===== config.mk =====
export PLATFORM = sky130hd
export DESIGN_NAME = ciExtensionTop
export DESIGN_NICKNAME = d
export VERILOG_FILES = /design/src/ciExtPkg.sv /design/src/ciUnitIf.sv /design/src/ciExtensionTop.sv /design/src/profileUnit.sv /design/src/delayUnit.sv /design/src/grayscaleUnit.sv /design/src/swapByteUnit.sv /design/src/ciDispatch.sv /design/src/resetSequencer.sv
export VERILOG_INCLUDE_DIRS = /design/src /design/src/src
export SDC_FILE = /design/constraint.sdc
export NUM_CORES = 1
export LEC_CHECK = 0
export ABC_AREA = 1
export BUFFER_PORTS_ARGS = -buffer_cell sky130_fd_sc_hd__buf_2
export CELL_PAD_IN_SITES_DETAIL_PLACEMENT = 2
export CELL_PAD_IN_SITES_GLOBAL_PLACEMENT = 2
export CORE_MARGIN = 3
export CORE_UTILIZATION = 35
export CTS_CLUSTER_DIAMETER = 30
export DETAILED_ROUTE_END_ITERATION = 7
export PLACE_DENSITY_LB_ADDON = 0.1
export SYNTH_ARGS = -nofsm -noshare
export SYNTH_HDL_FRONTEND = slang
export SYNTH_SLANG_ARGS = --single-unit

===== constraint.sdc =====
create_clock -name s_systemClock -period 7 [get_ports s_systemClock]
set_input_delay 0.35 -clock s_systemClock [delete_from_list [all_inputs] [get_ports s_systemClock]]
set_output_delay 0.35 -clock s_systemClock [all_outputs]
set_load 0.01 [all_outputs]

===== src/ciExt_config.svh =====
`ifndef CI_EXT_CONFIG_SVH
`define CI_EXT_CONFIG_SVH

// operand, result and instruction-number widths.
`define CI_DATA_WIDTH 32
`define CI_N_WIDTH 8

// custom-instruction numbers as seen on ciN.
`define CI_OP_SWAP 1
`define CI_OP_DELAY 6
`define CI_OP_PROFILE 11
`define CI_OP_GRAY 12

// system-clock cycles in one microsecond.
`define CI_TICKS_PER_MICRO 5

// low bits of operand A that hold the delay in microseconds.
`define CI_DELAY_WIDTH 16

// top bit of this counter releases the unit reset.
`define CI_RESET_COUNT_WIDTH 5

`endif

===== src/ciExtPkg.sv =====
`include "ciExt_config.svh"

package ciExtPkg;

  typedef logic [`CI_DATA_WIDTH-1:0] ciWord_t;
  typedef logic [`CI_N_WIDTH-1:0] ciNumber_t;

  // instruction numbers decoded by the dispatcher.
  typedef enum logic [`CI_N_WIDTH-1:0] {
    swapByte  = `CI_OP_SWAP,
    delay     = `CI_OP_DELAY,
    profile   = `CI_OP_PROFILE,
    grayscale = `CI_OP_GRAY
  } ciOpcode_t;

  // counter read back by the profiler, taken from operand A bits 1:0.
  typedef enum logic [1:0] {
    cycles       = 2'd0,
    instructions = 2'd1,
    stalls       = 2'd2
  } profileSelect_t;

endpackage


===== src/ciUnitIf.sv =====
interface ciUnitIf;

  logic             start;
  ciExtPkg::ciWord_t dataA;
  ciExtPkg::ciWord_t dataB;
  logic             done;
  ciExtPkg::ciWord_t result;

  // dispatcher side.
  modport dispatch (
    output start, dataA, dataB,
    input  done, result
  );

  // extension unit side.
  modport unit (
    input  start, dataA, dataB,
    output done, result
  );

endinterface


===== src/ciExtensionTop.sv =====
module ciExtensionTop import ciExtPkg::*; (
  input  logic      s_systemClock,
  input  logic      s_pllLocked,
  input  logic      ciStart,
  input  ciNumber_t ciN,
  input  ciWord_t   ciDataA,
  input  ciWord_t   ciDataB,
  output logic      ciDone,
  output ciWord_t   ciResult,
  output logic      peripheralResetN
);

  logic unitReset;
  logic delayBusy;

  ciUnitIf swapIf ();
  ciUnitIf grayIf ();
  ciUnitIf delayIf ();
  ciUnitIf profileIf ();

  resetSequencer resetSeq (
    .s_systemClock    (s_systemClock),
    .s_pllLocked      (s_pllLocked),
    .unitReset        (unitReset),
    .peripheralResetN (peripheralResetN)
  );

  ciDispatch dispatcher (
    .s_systemClock (s_systemClock),
    .unitReset     (unitReset),
    .ciStart       (ciStart),
    .ciN           (ciN),
    .ciDataA       (ciDataA),
    .ciDataB       (ciDataB),
    .ciDone        (ciDone),
    .ciResult      (ciResult),
    .swapPort      (swapIf.dispatch),
    .grayPort      (grayIf.dispatch),
    .delayPort     (delayIf.dispatch),
    .profilePort   (profileIf.dispatch)
  );

  swapByteUnit swapUnit (
    .unitPort (swapIf.unit)
  );

  grayscaleUnit grayUnit (
    .unitPort (grayIf.unit)
  );

  delayUnit microDelay (
    .s_systemClock (s_systemClock),
    .unitReset     (unitReset),
    .unitPort      (delayIf.unit),
    .busy          (delayBusy)
  );

  // the processor is stalled for as long as the delay unit is busy.
  profileUnit profiler (
    .s_systemClock    (s_systemClock),
    .unitReset        (unitReset),
    .unitPort         (profileIf.unit),
    .instructionEvent (ciStart),
    .stallEvent       (delayBusy)
  );

endmodule


===== src/profileUnit.sv =====
module profileUnit import ciExtPkg::*; (
  input  logic  s_systemClock,
  input  logic  unitReset,
  ciUnitIf.unit unitPort,
  input  logic  instructionEvent,
  input  logic  stallEvent
);

  ciWord_t        cycleCount;
  ciWord_t        instructionCount;
  ciWord_t        stallCount;
  logic           enabled;
  logic           clearAll;
  profileSelect_t counterSelect;
  ciWord_t        selectedCount;

  assign counterSelect = profileSelect_t'(unitPort.dataA[1:0]);
  assign clearAll      = unitPort.start && unitPort.dataB[2];

  // disable wins when both control bits are set.
  always_ff @(posedge s_systemClock or posedge unitReset) begin
    if (unitReset) begin
      enabled <= 1'b0;
    end else if (unitPort.start && unitPort.dataB[1]) begin
      enabled <= 1'b0;
    end else if (unitPort.start && unitPort.dataB[0]) begin
      enabled <= 1'b1;
    end
  end

  // counting in the start cycle still uses the old enable.
  always_ff @(posedge s_systemClock or posedge unitReset) begin
    if (unitReset) begin
      cycleCount       <= '0;
      instructionCount <= '0;
      stallCount       <= '0;
    end else if (clearAll) begin
      cycleCount       <= '0;
      instructionCount <= '0;
      stallCount       <= '0;
    end else if (enabled) begin
      cycleCount <= cycleCount + 1'b1;
      if (instructionEvent) begin
        instructionCount <= instructionCount + 1'b1;
      end
      if (stallEvent) begin
        stallCount <= stallCount + 1'b1;
      end
    end
  end

  always_comb begin
    case (counterSelect)
      cycles:       selectedCount = cycleCount;
      instructions: selectedCount = instructionCount;
      stalls:       selectedCount = stallCount;
      default:      selectedCount = '0;
    endcase
  end

  // the read returns the value from before this cycle's update.
  assign unitPort.done   = unitPort.start;
  assign unitPort.result = unitPort.start ? selectedCount : '0;

endmodule


===== src/delayUnit.sv =====
`include "ciExt_config.svh"

module delayUnit import ciExtPkg::*; (
  input  logic  s_systemClock,
  input  logic  unitReset,
  ciUnitIf.unit unitPort,
  output logic  busy
);

  localparam int tickWidth = $clog2(`CI_TICKS_PER_MICRO + 1);
  localparam logic [tickWidth-1:0] lastTick = tickWidth'(`CI_TICKS_PER_MICRO - 1);

  typedef enum logic {
    delayIdle,
    delayWaiting
  } delayState_t;

  delayState_t                state;
  logic [`CI_DELAY_WIDTH-1:0] microRemaining;
  logic [tickWidth-1:0]       tickCount;
  logic                       finishing;

  // a zero count still takes one cycle.
  assign finishing = (microRemaining == '0) ||
                     (microRemaining == `CI_DELAY_WIDTH'(1) && tickCount == lastTick);

  always_ff @(posedge s_systemClock or posedge unitReset) begin
    if (unitReset) begin
      state          <= delayIdle;
      microRemaining <= '0;
      tickCount      <= '0;
    end else begin
      case (state)
        delayIdle: begin
          if (unitPort.start) begin
            state          <= delayWaiting;
            microRemaining <= unitPort.dataA[`CI_DELAY_WIDTH-1:0];
            tickCount      <= '0;
          end
        end
        delayWaiting: begin
          if (finishing) begin
            state <= delayIdle;
          end else if (tickCount == lastTick) begin
            // one microsecond elapsed.
            tickCount      <= '0;
            microRemaining <= microRemaining - 1'b1;
          end else begin
            tickCount <= tickCount + 1'b1;
          end
        end
        default: state <= delayIdle;
      endcase
    end
  end

  assign busy            = (state == delayWaiting);
  assign unitPort.done   = busy && finishing;
  assign unitPort.result = ciWord_t'(0);

  // a start during the wait would be dropped by the FSM.
  assert property (@(posedge s_systemClock) disable iff (unitReset)
    unitPort.start |-> !busy);

endmodule


===== src/grayscaleUnit.sv =====
module grayscaleUnit import ciExtPkg::*; (
  ciUnitIf.unit unitPort
);

  logic [4:0]  red5;
  logic [5:0]  green6;
  logic [4:0]  blue5;
  logic [7:0]  red8;
  logic [7:0]  green8;
  logic [7:0]  blue8;
  logic [15:0] weightedSum;
  logic [7:0]  gray;

  assign red5   = unitPort.dataA[15:11];
  assign green6 = unitPort.dataA[10:5];
  assign blue5  = unitPort.dataA[4:0];

  // repeat the top bits so full scale maps to 255.
  assign red8   = {red5, red5[4:2]};
  assign green8 = {green6, green6[5:4]};
  assign blue8  = {blue5, blue5[4:2]};

  // weights sum to 256, the high byte is the luminance.
  assign weightedSum = red8 * 16'd77 + green8 * 16'd150 + blue8 * 16'd29;
  assign gray        = weightedSum[15:8];

  assign unitPort.done   = unitPort.start;
  assign unitPort.result = unitPort.start ? ciWord_t'(gray) : '0;

endmodule


===== src/swapByteUnit.sv =====
module swapByteUnit import ciExtPkg::*; (
  ciUnitIf.unit unitPort
);

  ciWord_t reversed;
  ciWord_t halfSwapped;

  // full reversal, byte 3 ends up in byte 0.
  assign reversed = {unitPort.dataA[7:0],
                     unitPort.dataA[15:8],
                     unitPort.dataA[23:16],
                     unitPort.dataA[31:24]};

  // bytes exchanged inside each 16-bit half.
  assign halfSwapped = {unitPort.dataA[23:16],
                        unitPort.dataA[31:24],
                        unitPort.dataA[7:0],
                        unitPort.dataA[15:8]};

  assign unitPort.done = unitPort.start;

  always_comb begin
    if (!unitPort.start) begin
      unitPort.result = '0;
    end else if (unitPort.dataB[0]) begin
      unitPort.result = halfSwapped;
    end else begin
      unitPort.result = reversed;
    end
  end

endmodule


===== src/ciDispatch.sv =====
module ciDispatch import ciExtPkg::*; (
  input  logic      s_systemClock,
  input  logic      unitReset,
  input  logic      ciStart,
  input  ciNumber_t ciN,
  input  ciWord_t   ciDataA,
  input  ciWord_t   ciDataB,
  output logic      ciDone,
  output ciWord_t   ciResult,
  ciUnitIf.dispatch swapPort,
  ciUnitIf.dispatch grayPort,
  ciUnitIf.dispatch delayPort,
  ciUnitIf.dispatch profilePort
);

  ciOpcode_t opcode;
  logic      unknownDone;

  assign opcode = ciOpcode_t'(ciN);

  // start goes to exactly one unit; an unmatched number answers itself.
  always_comb begin
    swapPort.start    = 1'b0;
    grayPort.start    = 1'b0;
    delayPort.start   = 1'b0;
    profilePort.start = 1'b0;
    unknownDone       = 1'b0;
    case (opcode)
      swapByte:  swapPort.start    = ciStart;
      grayscale: grayPort.start    = ciStart;
      delay:     delayPort.start   = ciStart;
      profile:   profilePort.start = ciStart;
      default:   unknownDone       = ciStart;
    endcase
  end

  assign swapPort.dataA    = ciDataA;
  assign swapPort.dataB    = ciDataB;
  assign grayPort.dataA    = ciDataA;
  assign grayPort.dataB    = ciDataB;
  assign delayPort.dataA   = ciDataA;
  assign delayPort.dataB   = ciDataB;
  assign profilePort.dataA = ciDataA;
  assign profilePort.dataB = ciDataB;

  // units keep their result at zero unless done, so a plain OR merges them.
  assign ciDone = swapPort.done | grayPort.done | delayPort.done | profilePort.done |
                  unknownDone;
  assign ciResult = swapPort.result | grayPort.result | delayPort.result |
                    profilePort.result;

  // two units answering in the same cycle would corrupt the merged result.
  assert property (@(posedge s_systemClock) disable iff (unitReset)
    $onehot0({swapPort.done, grayPort.done, delayPort.done, profilePort.done, unknownDone}));

  // the processor stalls until done, so no start may overlap an open instruction.
  assert property (@(posedge s_systemClock) disable iff (unitReset)
    (ciStart && !ciDone) |=> (!ciStart until_with ciDone));

endmodule


===== src/resetSequencer.sv =====
`include "ciExt_config.svh"

module resetSequencer (
  input  logic s_systemClock,
  input  logic s_pllLocked,
  output logic unitReset,
  output logic peripheralResetN
);

  localparam int topBit = `CI_RESET_COUNT_WIDTH - 1;

  logic [`CI_RESET_COUNT_WIDTH-1:0] resetCount;

  // counts up after lock and parks once the top bit is set.
  always_ff @(posedge s_systemClock or negedge s_pllLocked) begin
    if (!s_pllLocked) begin
      resetCount <= '0;
    end else if (!resetCount[topBit]) begin
      resetCount <= resetCount + 1'b1;
    end
  end

  assign peripheralResetN = resetCount[topBit];
  assign unitReset        = ~resetCount[topBit];

endmodule


# ---- Word level (Yosys, flattened, before mapping)
# Index checks and enable logic that the tools add are counted.
dict set report word_totals {
  in_bits 75
  ff_bits 122
}
dict set report classes {
  n_bitwise 7
  n_mul 3
  n_mux 32
  eq_ne 11
  n_addsub 8
  reduce_logical 17
}
# cell count
set op_table {}
lappend op_table {{$mux W32} 11}
lappend op_table {{$add A32 B1 Y32 const B} 3}
lappend op_table {{$pmux W32 S3} 1}
lappend op_table {{$or A32 B32 Y32} 2}
lappend op_table {{$mux W16} 3}
lappend op_table {{$pmux W16 S2} 1}
lappend op_table {{$mul A8 B7 Y15 const B} 2}
lappend op_table {{$add A15 B16 Y16} 1}
lappend op_table {{$add A16 B13 Y16} 1}
lappend op_table {{$eq A16 B1 Y1 const B} 1}
lappend op_table {{$eq A8 B4 Y1 const B} 2}
lappend op_table {{$logic_not A16 Y1} 1}
lappend op_table {{$sub A16 B1 Y16 const B} 1}
lappend op_table {{$mul A8 B5 Y13 const B} 1}
lappend op_table {{$mux W1} 9}
lappend op_table {{$mux W3} 3}
lappend op_table {{$eq A8 B1 Y1 const B} 1}
lappend op_table {{$eq A8 B3 Y1 const B} 1}
lappend op_table {{$mux W8} 1}
lappend op_table {{$reduce_bool A2 Y1} 4}
lappend op_table {{$ne A2 B2 Y1 const B} 3}
lappend op_table {{$pmux W3 S2} 1}
lappend op_table {{$reduce_and A2 Y1} 3}
lappend op_table {{$add A5 B1 Y5 const B} 1}
lappend op_table {{13 further kinds} 20}

# ---- Longest topological paths before layout
# Gate-level depths: netlist of the first run.
dict set report logic_depth {
  word_depth 7
  mapped_depth 28
  depth_no_buf 28
}

# ---- Modules after synthesis
# A second synthesis of the first run with hierarchy kept.
dict set report unflattened {
  cells_unflattened 2312
  area_unflattened_um2 15363.5
}
# module cells_per_inst area_each_um2 n_inst seq_area_each_um2
set by_module_without_submodules {}
lappend by_module_without_submodules {profileUnit 1026 6668.9 1 2427.3}
lappend by_module_without_submodules {grayscaleUnit 442 3578.4 1 0.0}
lappend by_module_without_submodules {ciDispatch 380 2413.6 1 0.0}
lappend by_module_without_submodules {delayUnit 266 1771.7 1 500.5}
lappend by_module_without_submodules {swapByteUnit 171 701.9 1 0.0}
lappend by_module_without_submodules {resetSequencer 27 229.0 1 125.1}

# ---- Least setup slack after synthesis of the first run
# OpenSTA, ideal clock, no wires.
dict set report synth_timing {
  path_type {input -> output}
  startpoint {input ciDataA[7]}
  endpoint {output ciResult[6]}
  setup_slack_ns 1.034
  arrival_ns 5.616
  cell_stages 25
  cell_sequence {ha_1 -> ha_1 -> inv_1 -> fa_1 -> fa_1 -> inv_1 -> ha_1 -> nand2_1 -> nand2_1 -> a31oi_1 -> xnor2_1 -> ha_1 -> fa_1 -> inv_1 -> fa_1 -> fa_1 -> inv_1 -> ha_1 -> a21oi_1 -> o21ai_0 -> a21oi_1 -> nand2_1 -> nand2_1 -> nand3_1 -> nand2_1}
}
dict set report synth_via {
  elab_chain_cells 6
}
# element line_no
set synth_lines {}
lappend synth_lines {{from (decl)} ciExtensionTop.sv:6} ;# input ciWord_t ciDataA,
lappend synth_lines {{$mul A8 B7 Y15} grayscaleUnit.sv:24} ;# assign weightedSum = red8 * 16'd77 + green8 * 16'd150 + blue8 * 16'd29;
lappend synth_lines {{$add A15 B16 Y16} grayscaleUnit.sv:24}
lappend synth_lines {{$add A16 B13 Y16} grayscaleUnit.sv:24}
lappend synth_lines {{$mux W8} grayscaleUnit.sv:28} ;# assign unitPort.result = unitPort.start ? ciWord_t'(gray) : '0;
lappend synth_lines {{$or A32 B32 Y32 (2 in series)} ciDispatch.sv:49} ;# assign ciResult = swapPort.result | grayPort.result | delayPort.result |
lappend synth_lines {{to (decl)} ciExtensionTop.sv:9} ;# output ciWord_t ciResult,
# No other way between the ends.

# ---- Worst setup path in the final report of the first run
dict set report layout_timing {
  startpoint {input ciDataA[6]}
  endpoint {output ciResult[1]}
}
# The elaborated chain is that of the path after synthesis.

==> out/results.ini, run 1 <==
[drt]
vias_per_cell=5.41
wl_per_cell_um=21.5
drt_iter0_markers=716
vias=12900
ant_nets=0
drt_pre_antenna_iters=5
drcViolationCount=0
routed_wl_mm=51.4

[sta]
fin_crit_ps=6630
fmaxAchievable_mhz=151
final-max-slew-violation-count=0
hold_violations=0
period_share=0.947
rsz0062_at_grt=false
slew_headroom=0.381
tightest_slew_ps=929
fin_skew_ps=13.5
setup_viol=0
setup_tns_ps=0

[worst_setup_path]
rr_worst_depth=8
startpoint_type=primary input
critical_path_required_ps=6650
reg2reg_slack_ps=4600
rr_endpoint=profiler.cycleCount[23]
crit_type=in2out
critPathMaxFanout=5
startpoint=ciDataA[6]
r2r-start=profiler.enabled
critPathCaptureType=output pin
worstPathArrival_ps=6280

[global_route]
grt_pass1_wl_mm=81.2
grt_overflow=0
grt_pass1_vias=14300
global_route.usage.total=0.272
grt_max_degree=63
antenna_found_initial=3

[floorplan]
start_util=0.360
die_area_um2=38400
die_x_um=196
core_area_um2=35100
fp.dieH_um=196
rows=68
ios=109

[layout]
nets=2149
layout-drive-gt1-share=0.0857
diodes=0
final_core_util=0.400
area_growth_pct=11.1

[yosys]
synth_top_area_frac=0.242
avgSynthCellArea_um2=6.78
yosysSeqAreaShare=0.242
syn_nets=2086
synth.ff_latch_count=122
ys_types=55
syn_area_um2=12600
synthCells=1862
yosys_warnings=0
synth_area_leaders=dfrtp_1, nand2_1, ha_1
synth_edf_count=0
async_flop_share=1.00
synth_top_area_cell=dfrtp_1
synth_ff_type=dfrtp_1

[cts]
clock-sinks=122
clkTransAtPathRegs_ps=60
cts-root-buf=clkbuf_16
cts_tree=built
htreeDepth=4
cts_buffers=17
cts.path.max_buffers=2
clk_latency_ps=460

[power_and_ir_drop]
internal_power_uw=2490
p_leak_uw=0.00692
p_per_area_nw_per_um2=367
pwr-share-comb=0.633
switching_share=0.516
ir_drop_uv=847
p_switching_uw=2650
p_clk_frac=0.174
seqPwrFrac=0.193

[flow_run]
cap_violations=0

[placement]
dp_hpwl_mm=41.2
io_buffer_count=79
place_congestion=0.894

[hold_path]
hp-class=in2async

[run_status]
status=finished clean

critical path: stages:
cell and delay [ps]:
buf_2 140, ha_1 300, ha_1 280, ha_1 270, inv_1 50, fa_1 520, inv_1 50, ha_1 330
inv_1 100, nor2_1 120, nor2_1 60, xnor2_1 220, fa_1 480, fa_1 520, inv_1 50, fa_1 460
fa_1 550, inv_1 50, ha_1 350, nand2_1 110, inv_1 60, a21oi_1 240, nand2_1 90, nand2_1 70
nand3_1 120, nand3_1 180, buf_2 160
per-stage QoR:
stage	cells	hold WS [ps]	cell area [um^2]	worst slack (ps)	total power, uW
finish	2393	239	14000	374	5140
global route	2393	263	14000	23.4	5750
CTS	2393	238	14000	234	5180
detailed placement	2360	170	13400	253	4240
global placement	2360	170	13400	354	4060
floorplan	1862	54.4	12600	1030	3310
metal layers:
layer,wire [um],track usage,share of wire,vias up
met5,47,0,0.00091,-
met4,779,0.0599,0.015,6
met3,1460,0.0343,0.028,47
met2,26500,0.498,0.52,153
met1,22600,0.341,0.44,6595
li1,-,-,-,6137
layout make-up:
class | instances | area (um^2)
Sequential cell | 122 | 3060
Fill cell | 4326 | 21000
Timing Repair Buffer | 92 | 495
Clock buffer | 17 | 425
Tap cell | 455 | 569
Multi-Input combinational cell | 1421 | 8320
Inverter | 271 | 1020
Clock inverter | 15 | 143
what timing repair did:
action | CTS | global route
buffers inserted | 0 | 0
resized for setup | 0 | 4
endpoints found under the setup margin | 0 | 4
hold buffers | 1 | 0
hold endpoints to repair | 5 | 0
placed cells by master, fill, tap and decap left out, drive strengths merged, types with 4 or more instances in the layout:
cell type    n
a21o         8
a21oi       40
a22o        24
a31oi        4
buf         91
clkbuf      17
clkinv       6
dfrtp      122
fa          54
ha          95
inv        276
nand2      554
nand3      164
nand4       51
nor2       185
nor3        53
nor4         6
o211ai       9
o21ai      108
or2          5
xnor2       10
xor2        29
power by group through the flow:
| stage | registers [uW] | logic (uW) | clock network [uW] |
|---|---|---|---|
| floorplan | 934 | 2380 | 0 |
| global placement | 993 | 3060 | 0 |
| detailed placement | 1000 | 3240 | 0 |
| CTS | 990 | 3280 | 910 |
| global route | 1010 | 3800 | 937 |
| finish | 991 | 3260 | 895 |
flip-flops by register name (all words and copies together) (netlist names):
register,count
microDelay.tickCount,3
profiler.cycleCount,32
profiler.stallCount,32
microDelay.microRemaining,16
microDelay.busy,1
resetSeq.resetCount,5
profiler.enabled,1
profiler.instructionCount,32
logic make-up (layout without fill, tap and decap cells):
family | Yosys count | after routing | synth area share
DFF | 122 | 122 | 0.242
adders and majority gates | 149 | 149 | 0.180
buffers and inverters | 319 | 395 | 0.0997
xor gates and xnor gates | 39 | 39 | 0.0271
AOI/OAI and AO/OA | 210 | 210 | 0.0981
and+or+nand+nor | 1022 | 1022 | 0.353
muxes | 1 | 1 | 0.000793
synthesized netlist by cell type, drive strengths merged (9+ instances only):
library cell and number:
ha 95, clkbuf 21, a21oi 40, nand4 51, a22o 24, o211ai 9
inv 270, xor2 29, nor2 185, nand2 554, fa 54, dfrtp 122
buf 27, o21ai 108, xnor2 10, nand3 164, nor3 53
how the worst max path moves through the flow:
stage,slack (ps),endpoint,depth (start not counted)
finish,370,ciResult[1],27
detailed placement,250,ciResult[6],27
CTS,230,ciResult[6],27
global placement,350,ciResult[6],27
floorplan,1030,ciResult[6],25
global route,20,ciResult[4],27
No activity file was read; power rests on OpenSTA's default activity.
==> inputs of run 2 (changes only) <==
--- a/config.mk
+++ b/config.mk
@@ -17,4 +17,5 @@
 export PLACE_DENSITY_LB_ADDON = 0.1
 export SYNTH_ARGS = -nofsm -noshare
 export SYNTH_HDL_FRONTEND = slang
+export SYNTH_HIERARCHICAL = 1
 export SYNTH_SLANG_ARGS = --single-unit
==> constraint.sdc (replaced) <==
create_clock -name s_systemClock -period 7 [get_ports s_systemClock]
set_input_delay 0.7 -clock s_systemClock [delete_from_list [all_inputs] [get_ports s_systemClock]]
set_output_delay 0.7 -clock s_systemClock [all_outputs]
set_load 0.01 [all_outputs]
==> run 2 against run 1 <==
Net effect:
- fmax is 8.0% lower
- register-to-register slack better by 160 ps
- critical endpoint is now ciResult[6]
- global-route usage is 1.3 points lower
- die area is 10% higher
- synthesized cell count is 14% higher
- critical path depth is 2 higher
- clock skew is 1.0 ps higher
- routed wire length is 5.8% higher
- the flow now finishes with violations (negative setup slack)
- clock power is 6.6% higher
- hold slack worse by 170 ps
- synthesized area is 11% higher
- sequential share of layout area is 2.1 points lower
==> out/results.ini, run 2 <==
[layout]
nets=2375  ; +11%
layout_commonest_cell=nand2_1
layout-drive-gt1-share=0.153  ; +0.0670
diodes=0  ; unchanged
reg_top3=profiler/cycleCount x32, profiler/instructionCount x32, profiler/stallCount x32
final_cell_mix=nand2_1, nor2_1, inv_1, nand3_1, dfrtp_1
final_cells=2686  ; +12%
design_area_um2=15500  ; +10%
area_growth_pct=10.8
fillers=4850  ; +12%

[cts]
cts-root-buf=clkbuf_16
clock-sinks=122  ; unchanged
clkTransAtPathRegs_ps=60  ; about the same
clk_latency_ps=450  ; about the same
cts_tree=built
htreeDepth=4  ; unchanged
holdBufCountCts=0  ; -1
cts.path.max_buffers=2  ; unchanged
cts_buffers=17  ; unchanged

[placement]
dp_slack_ps=-650  ; -903 ps
dp_hpwl_mm=41.0  ; -0.47%
post_dp_cell_area_um2=14200  ; +6.0%
io_buffer_count=79  ; unchanged
place_inst=2643  ; +12%
place_congestion=0.845  ; -5.5%

[drt]
drt_iter0_markers=636  ; -11%
drcViolationCount=0  ; unchanged
vias=13700  ; +5.8%
vias_per_cell=5.10  ; -5.7%
drt_pre_antenna_iters=5  ; unchanged
ant_nets=0  ; unchanged
routed_wl_mm=54.4  ; +5.8%
wl_per_cell_um=20.2  ; -5.7%

[yosys]
avgSynthCellArea_um2=6.57  ; -3.1%
syn_area_um2=14000  ; +11%
synthCells=2126  ; +14%
yosys_warnings=6  ; +6

[global_route]
use_met3=0.0263  ; -0.00808
grt_pass1_vias=15000  ; +5.1%
global_route.usage.total=0.259  ; -0.0131
grt_max_degree=71  ; +13%
met1_usage=0.307  ; -0.0344
grt_overflow=0  ; unchanged
grt_busiest_layer=met2
grt.met2_usage=0.486  ; -0.0123
antenna_found_initial=0  ; -3
grt_pass1_wl_mm=84.3  ; +3.9%

[floorplan]
start_util=0.358  ; -0.00191
fp.dieH_um=206  ; +5.0%
core_area_um2=39000  ; +11%
ios=109  ; unchanged
die_area_um2=42300  ; +10%
rows=72  ; +5.9%
die_x_um=206  ; +5.0%

[sta]
period_share=1.03  ; +0.0820
fin_skew_ps=14.5  ; +1.02 ps
setup_viol=7  ; +7
final-max-slew-violation-count=0  ; unchanged
hold-worst-slack_ps=64.8  ; -174 ps
setup_tns_ps=-847  ; -847 ps
tightest_slew_ps=1230  ; +304 ps
rsz0062_at_grt=true
hold_violations=0  ; unchanged
fin_crit_ps=7200  ; +574 ps
fmaxAchievable_mhz=139  ; -8.0%
fin_ws_ps=-200  ; -574 ps
slew_headroom=0.175  ; -0.206

[run_status]
status=finished, violations left
violations=negative setup slack

[worst_setup_path]
crit_type=in2out
worstPathArrival_ps=6500  ; +220 ps
cpMaxStageDelayCell=fa_1
critical_path.max_stage_delay_ps=570  ; +20 ps
critPathMaxFanout=4  ; -1
critical_path_required_ps=6300  ; -350 ps
startpoint_type=primary input
crit_top_cell=ha_4
critPathCaptureType=output pin

[power_and_ir_drop]
p_leak_uw=0.00790  ; +14%
ir_drop_uv=535  ; -37%
p_per_area_nw_per_um2=441  ; +20%

[hold_path]
hp-class=in2async

[flow_run]
cap_violations=0  ; unchanged

run 2: metal layers:
| layer | vias to the layer above | part of all wire |
|---|---|---|
| li1 | 6465 | - |
| met1 | 6954 | 0.42 |
| met2 | 202 | 0.53 |
| met3 | 72 | 0.024 |
| met4 | 0 | 0.030 |
| met5 | - | 0 |
run 2: final timing paths:
| kind | start | end | slack (ps) | depth (start not counted) |
|---|---|---|---|---|
| max reg2reg | microDelay/busy | microDelay/microRemaining[2] | 4760 | 6 |
| max | ciDataA[8] | ciResult[6] | -200 | 29 |
| max in group asynchronous | resetSeq/resetCount[4] | profiler/instructionCount[27] | 5180 | 3 |
| min in group s_systemClock | microDelay/microRemaining[1] | microDelay/microRemaining[1] | 500 | 2 |
| min reg2reg | resetSeq/resetCount[4] | profiler/cycleCount[3] | 470 | 2 |
| min | s_pllLocked | resetSeq/resetCount[4] | 60 | 1 |
run 2: stage by stage:
stage	utilization	total power, uW
5_1_grt	0.397	7340
6_report	0.397	6820
3_5_place_dp	0.365	4200
3_3_place_gp	0.365	4060
2_1_floorplan	-	3180
4_1_cts	0.391	6110
run 2: critical path, delay by kind of cell:
kind	cells	cell delay [ps]
and+or+nand+nor	9	940
buffers and inverters	6	440
AOI/OAI and AO/OA	3	450
xor gates and xnor gates	1	140
adders and majority gates	10	3800
run 2: final cells by class:
class                           count  area (um^2)  share of cell area
Multi-Input combinational cell   1575         9200               0.595
Sequential cell                   122         3050               0.197
Inverter                          311         1170              0.0758
Timing Repair Buffer              128          786              0.0508
Tap cell                          518          648              0.0419
Clock buffer                       18          439              0.0284
Clock inverter                     14          171              0.0111
run 2: timing repair:
item	in CTS	in global routing
pin swaps	43	20
gates resized for setup	73	38
setup endpoints to repair	8	8
setup buffers	8	4
run 2: where the power goes:
group          switching [uW]  total [uW]  internal (uW)
sequential                101         892            792
clock                     383         954            570
combinational            2960        4980           2020
total                    3440        6820           3380
==> inputs of run 3 (changes only) <==
--- a/config.mk
+++ b/config.mk
@@ -14,6 +14,7 @@
 export CORE_UTILIZATION = 35
 export CTS_CLUSTER_DIAMETER = 30
 export DETAILED_ROUTE_END_ITERATION = 7
+export MAX_ROUTING_LAYER = met4
 export PLACE_DENSITY_LB_ADDON = 0.1
 export SYNTH_ARGS = -nofsm -noshare
 export SYNTH_HDL_FRONTEND = slang
==> run 3 against run 2 <==
Net effect:
- the flow still finishes with violations (negative setup slack)
- hold slack got worse by 1.2 ps
- clock skew decreased by 0.74 ps
- via count decreased by 1.8%
- sequential share of layout area about the same
- global-route usage decreased by 0.051 points
- combinational power about the same
- die area unchanged
- critical path depth decreased by 1
- sequential cell count unchanged
- non-clock buffer count decreased by 5
- critical path type unchanged
==> out/results.ini, run 3 (same netlist as run 2, synthesis figures left out) <==
[run_status]
status=finished, violations left
violations=negative setup slack

[floorplan]
ios=109  ; unchanged
die_x_um=206  ; unchanged
die_area_um2=42300  ; unchanged
start_util=0.358  ; unchanged
fp.dieH_um=206  ; unchanged
rows=72  ; unchanged
core_area_um2=39000  ; unchanged

[worst_setup_path]
critical_path.max_stage_delay_ps=520  ; -50 ps
critical_path_required_ps=6300  ; about the same
reg2reg_slack_ps=4780  ; +20 ps
critPathMaxFanout=4  ; unchanged
critPathCaptureType=output pin
r2r-start=microDelay/busy
crit_top_cell=ha_4
startpoint_type=primary input
cp_num_buf_inv=7  ; +1
crit_type=in2out
startpoint=ciDataA[6]
worstPathArrival_ps=6340  ; -160 ps
rr_endpoint=microDelay/microRemaining[5]
cpMaxStageDelayCell=fa_1
rr_worst_depth=6  ; unchanged
path_delay_family=adder cells

[layout]
design_area_um2=15500  ; -0.11%
area_growth_pct=10.7
layout_commonest_cell=nand2_1
final_cell_mix=nand2_1, nor2_1, inv_1, nand3_1, dfrtp_1
regArea_um2=3050  ; unchanged
nets=2370  ; -0.21%
reg_top3=profiler/cycleCount x32, profiler/instructionCount x32, profiler/stallCount x32
final_core_util=0.396  ; -0.000449
fillers=4797  ; -1.1%
layout-drive-gt1-share=0.155  ; +0.00227
multiInputGateArea_um2=9250  ; +0.48%
final_cells=2681  ; -0.19%

[drt]
vias=13500  ; -1.8%
drcViolationCount=0  ; unchanged
drt_iter0_markers=536  ; -16%
ant_nets=0  ; unchanged
routed_wl_mm=53.2  ; -2.1%
vias_per_cell=5.02  ; -1.6%
wl_per_cell_um=19.8  ; -1.9%
drt_pre_antenna_iters=6  ; +1

[global_route]
grt_pass1_wl_mm=81.6  ; -3.2%
grt_overflow=0  ; unchanged
global_route.usage.total=0.258  ; -0.000508
grt_pass1_vias=14600  ; -3.0%
antenna_found_initial=0  ; unchanged
grt_max_degree=73  ; +2.8%

[placement]
io_buffer_count=79  ; unchanged
place_inst=2643  ; unchanged
place_congestion=0.860  ; +1.8%
post_dp_cell_area_um2=14200  ; unchanged
dp_hpwl_mm=41.2  ; +0.65%
dp_slack_ps=-638  ; +12.2 ps

[flow_run]
cap_violations=0  ; unchanged

[cts]
clock-sinks=122  ; unchanged
clk_latency_ps=450  ; about the same
cts-root-buf=clkbuf_16
cts.path.max_buffers=2  ; unchanged
cts_tree=built
clkTransAtPathRegs_ps=60  ; about the same
htreeDepth=4  ; unchanged
cts_buffers=17  ; unchanged

[sta]
fmaxAchievable_mhz=142  ; +2.3%
fin_skew_ps=13.8  ; -0.741 ps
fin_ws_ps=-40.3  ; +160 ps
rsz0062_at_grt=true
hold_violations=0  ; unchanged
fin_crit_ps=7040  ; -160 ps
final-max-slew-violation-count=0  ; unchanged
slew_headroom=0.386  ; +0.211
period_share=1.01  ; -0.0228
setup_viol=2  ; -5
tightest_slew_ps=921  ; -313 ps

[power_and_ir_drop]
p_clk_frac=0.132  ; -0.008
p_leak_uw=0.00792  ; +0.30%
ir_drop_uv=567  ; +5.9%
internal_power_uw=3400  ; +0.51%
switching_share=0.500  ; -0.00453
seqPwrFrac=0.131  ; about the same
p_per_area_nw_per_um2=440  ; -0.29%
pwr-share-comb=0.737  ; +0.008
p_switching_uw=3400  ; -1.3%

[hold_path]
hp-class=in2async

==> run 3: cell types whose count changed in the layout (fill, tap and decap cells not counted), sizes merged <==
| cell | previous run | this run |
|---|---|---|
| buf | 128 | 123 |
| diode | 0 | 1 |
| bufinv | 3 | 1 |
| clkinvlp | 3 | 2 |
| clkinv | 6 | 4 |
| clkbuf | 18 | 24 |
| inv | 313 | 311 |
==> run 3: cell type report <==
type / instances / share of cell area
diodes: 1 / 0.000162
repair buffers: 123 / 0.0495
clock buffers: 24 / 0.0325
flip-flops and latches: 122 / 0.198
well taps: 518 / 0.0419
clock inverters: 7 / 0.00421
inverters: 311 / 0.0759
multi-input cells: 1575 / 0.598
==> run 3: how the worst max path moves through the flow <==
stage	endpoint	slack (ps)	depth (start not counted)
CTS	ciResult[4]	10	27
finish	ciResult[1]	-40	28
global placement	ciResult[7]	-500	31
detailed placement	ciResult[2]	-640	28
global route	ciResult[1]	-250	28
floorplan	ciResult[5]	30	28
==> run 3: through the flow <==
stage                     setup TNS [ps]  power (uW)  hold WS (ps)
after floorplan                        0        3180           404
after global placement             -3130        4140           459
after detailed placement           -4180        4340           475
after CTS                              0        6060          41.8
after global routing               -1340        7360          54.1
final                              -53.4        6800          63.6
==> run 3: what timing repair did <==
action | 4_1_cts | 5_1_grt
resized for setup | 62 | 73
buffers inserted | 3 | 3
cloned | 0 | 0
hold endpoints to repair | 0 | 0
endpoints found under the setup margin | 8 | 8
hold buffers | 0 | 0
pin swaps | 38 | 24
==> run 3: power by group through the flow <==
stage	registers, uW	logic, uW	clock network [uW]
after floorplan	864	2310	0
after CTS	891	4240	925
final	890	5010	895
after global placement	896	3240	0
after global routing	905	5500	945
after detailed placement	901	3440	0
==> run 3: layer usage <==
layer,GRT usage,vias to the layer above,share of wire
li1,-,6463,-
met1,0.308,6779,0.43
met2,0.461,149,0.52
met3,0.0263,62,0.026
met4,0.0766,0,0.025
met5,-,-,0
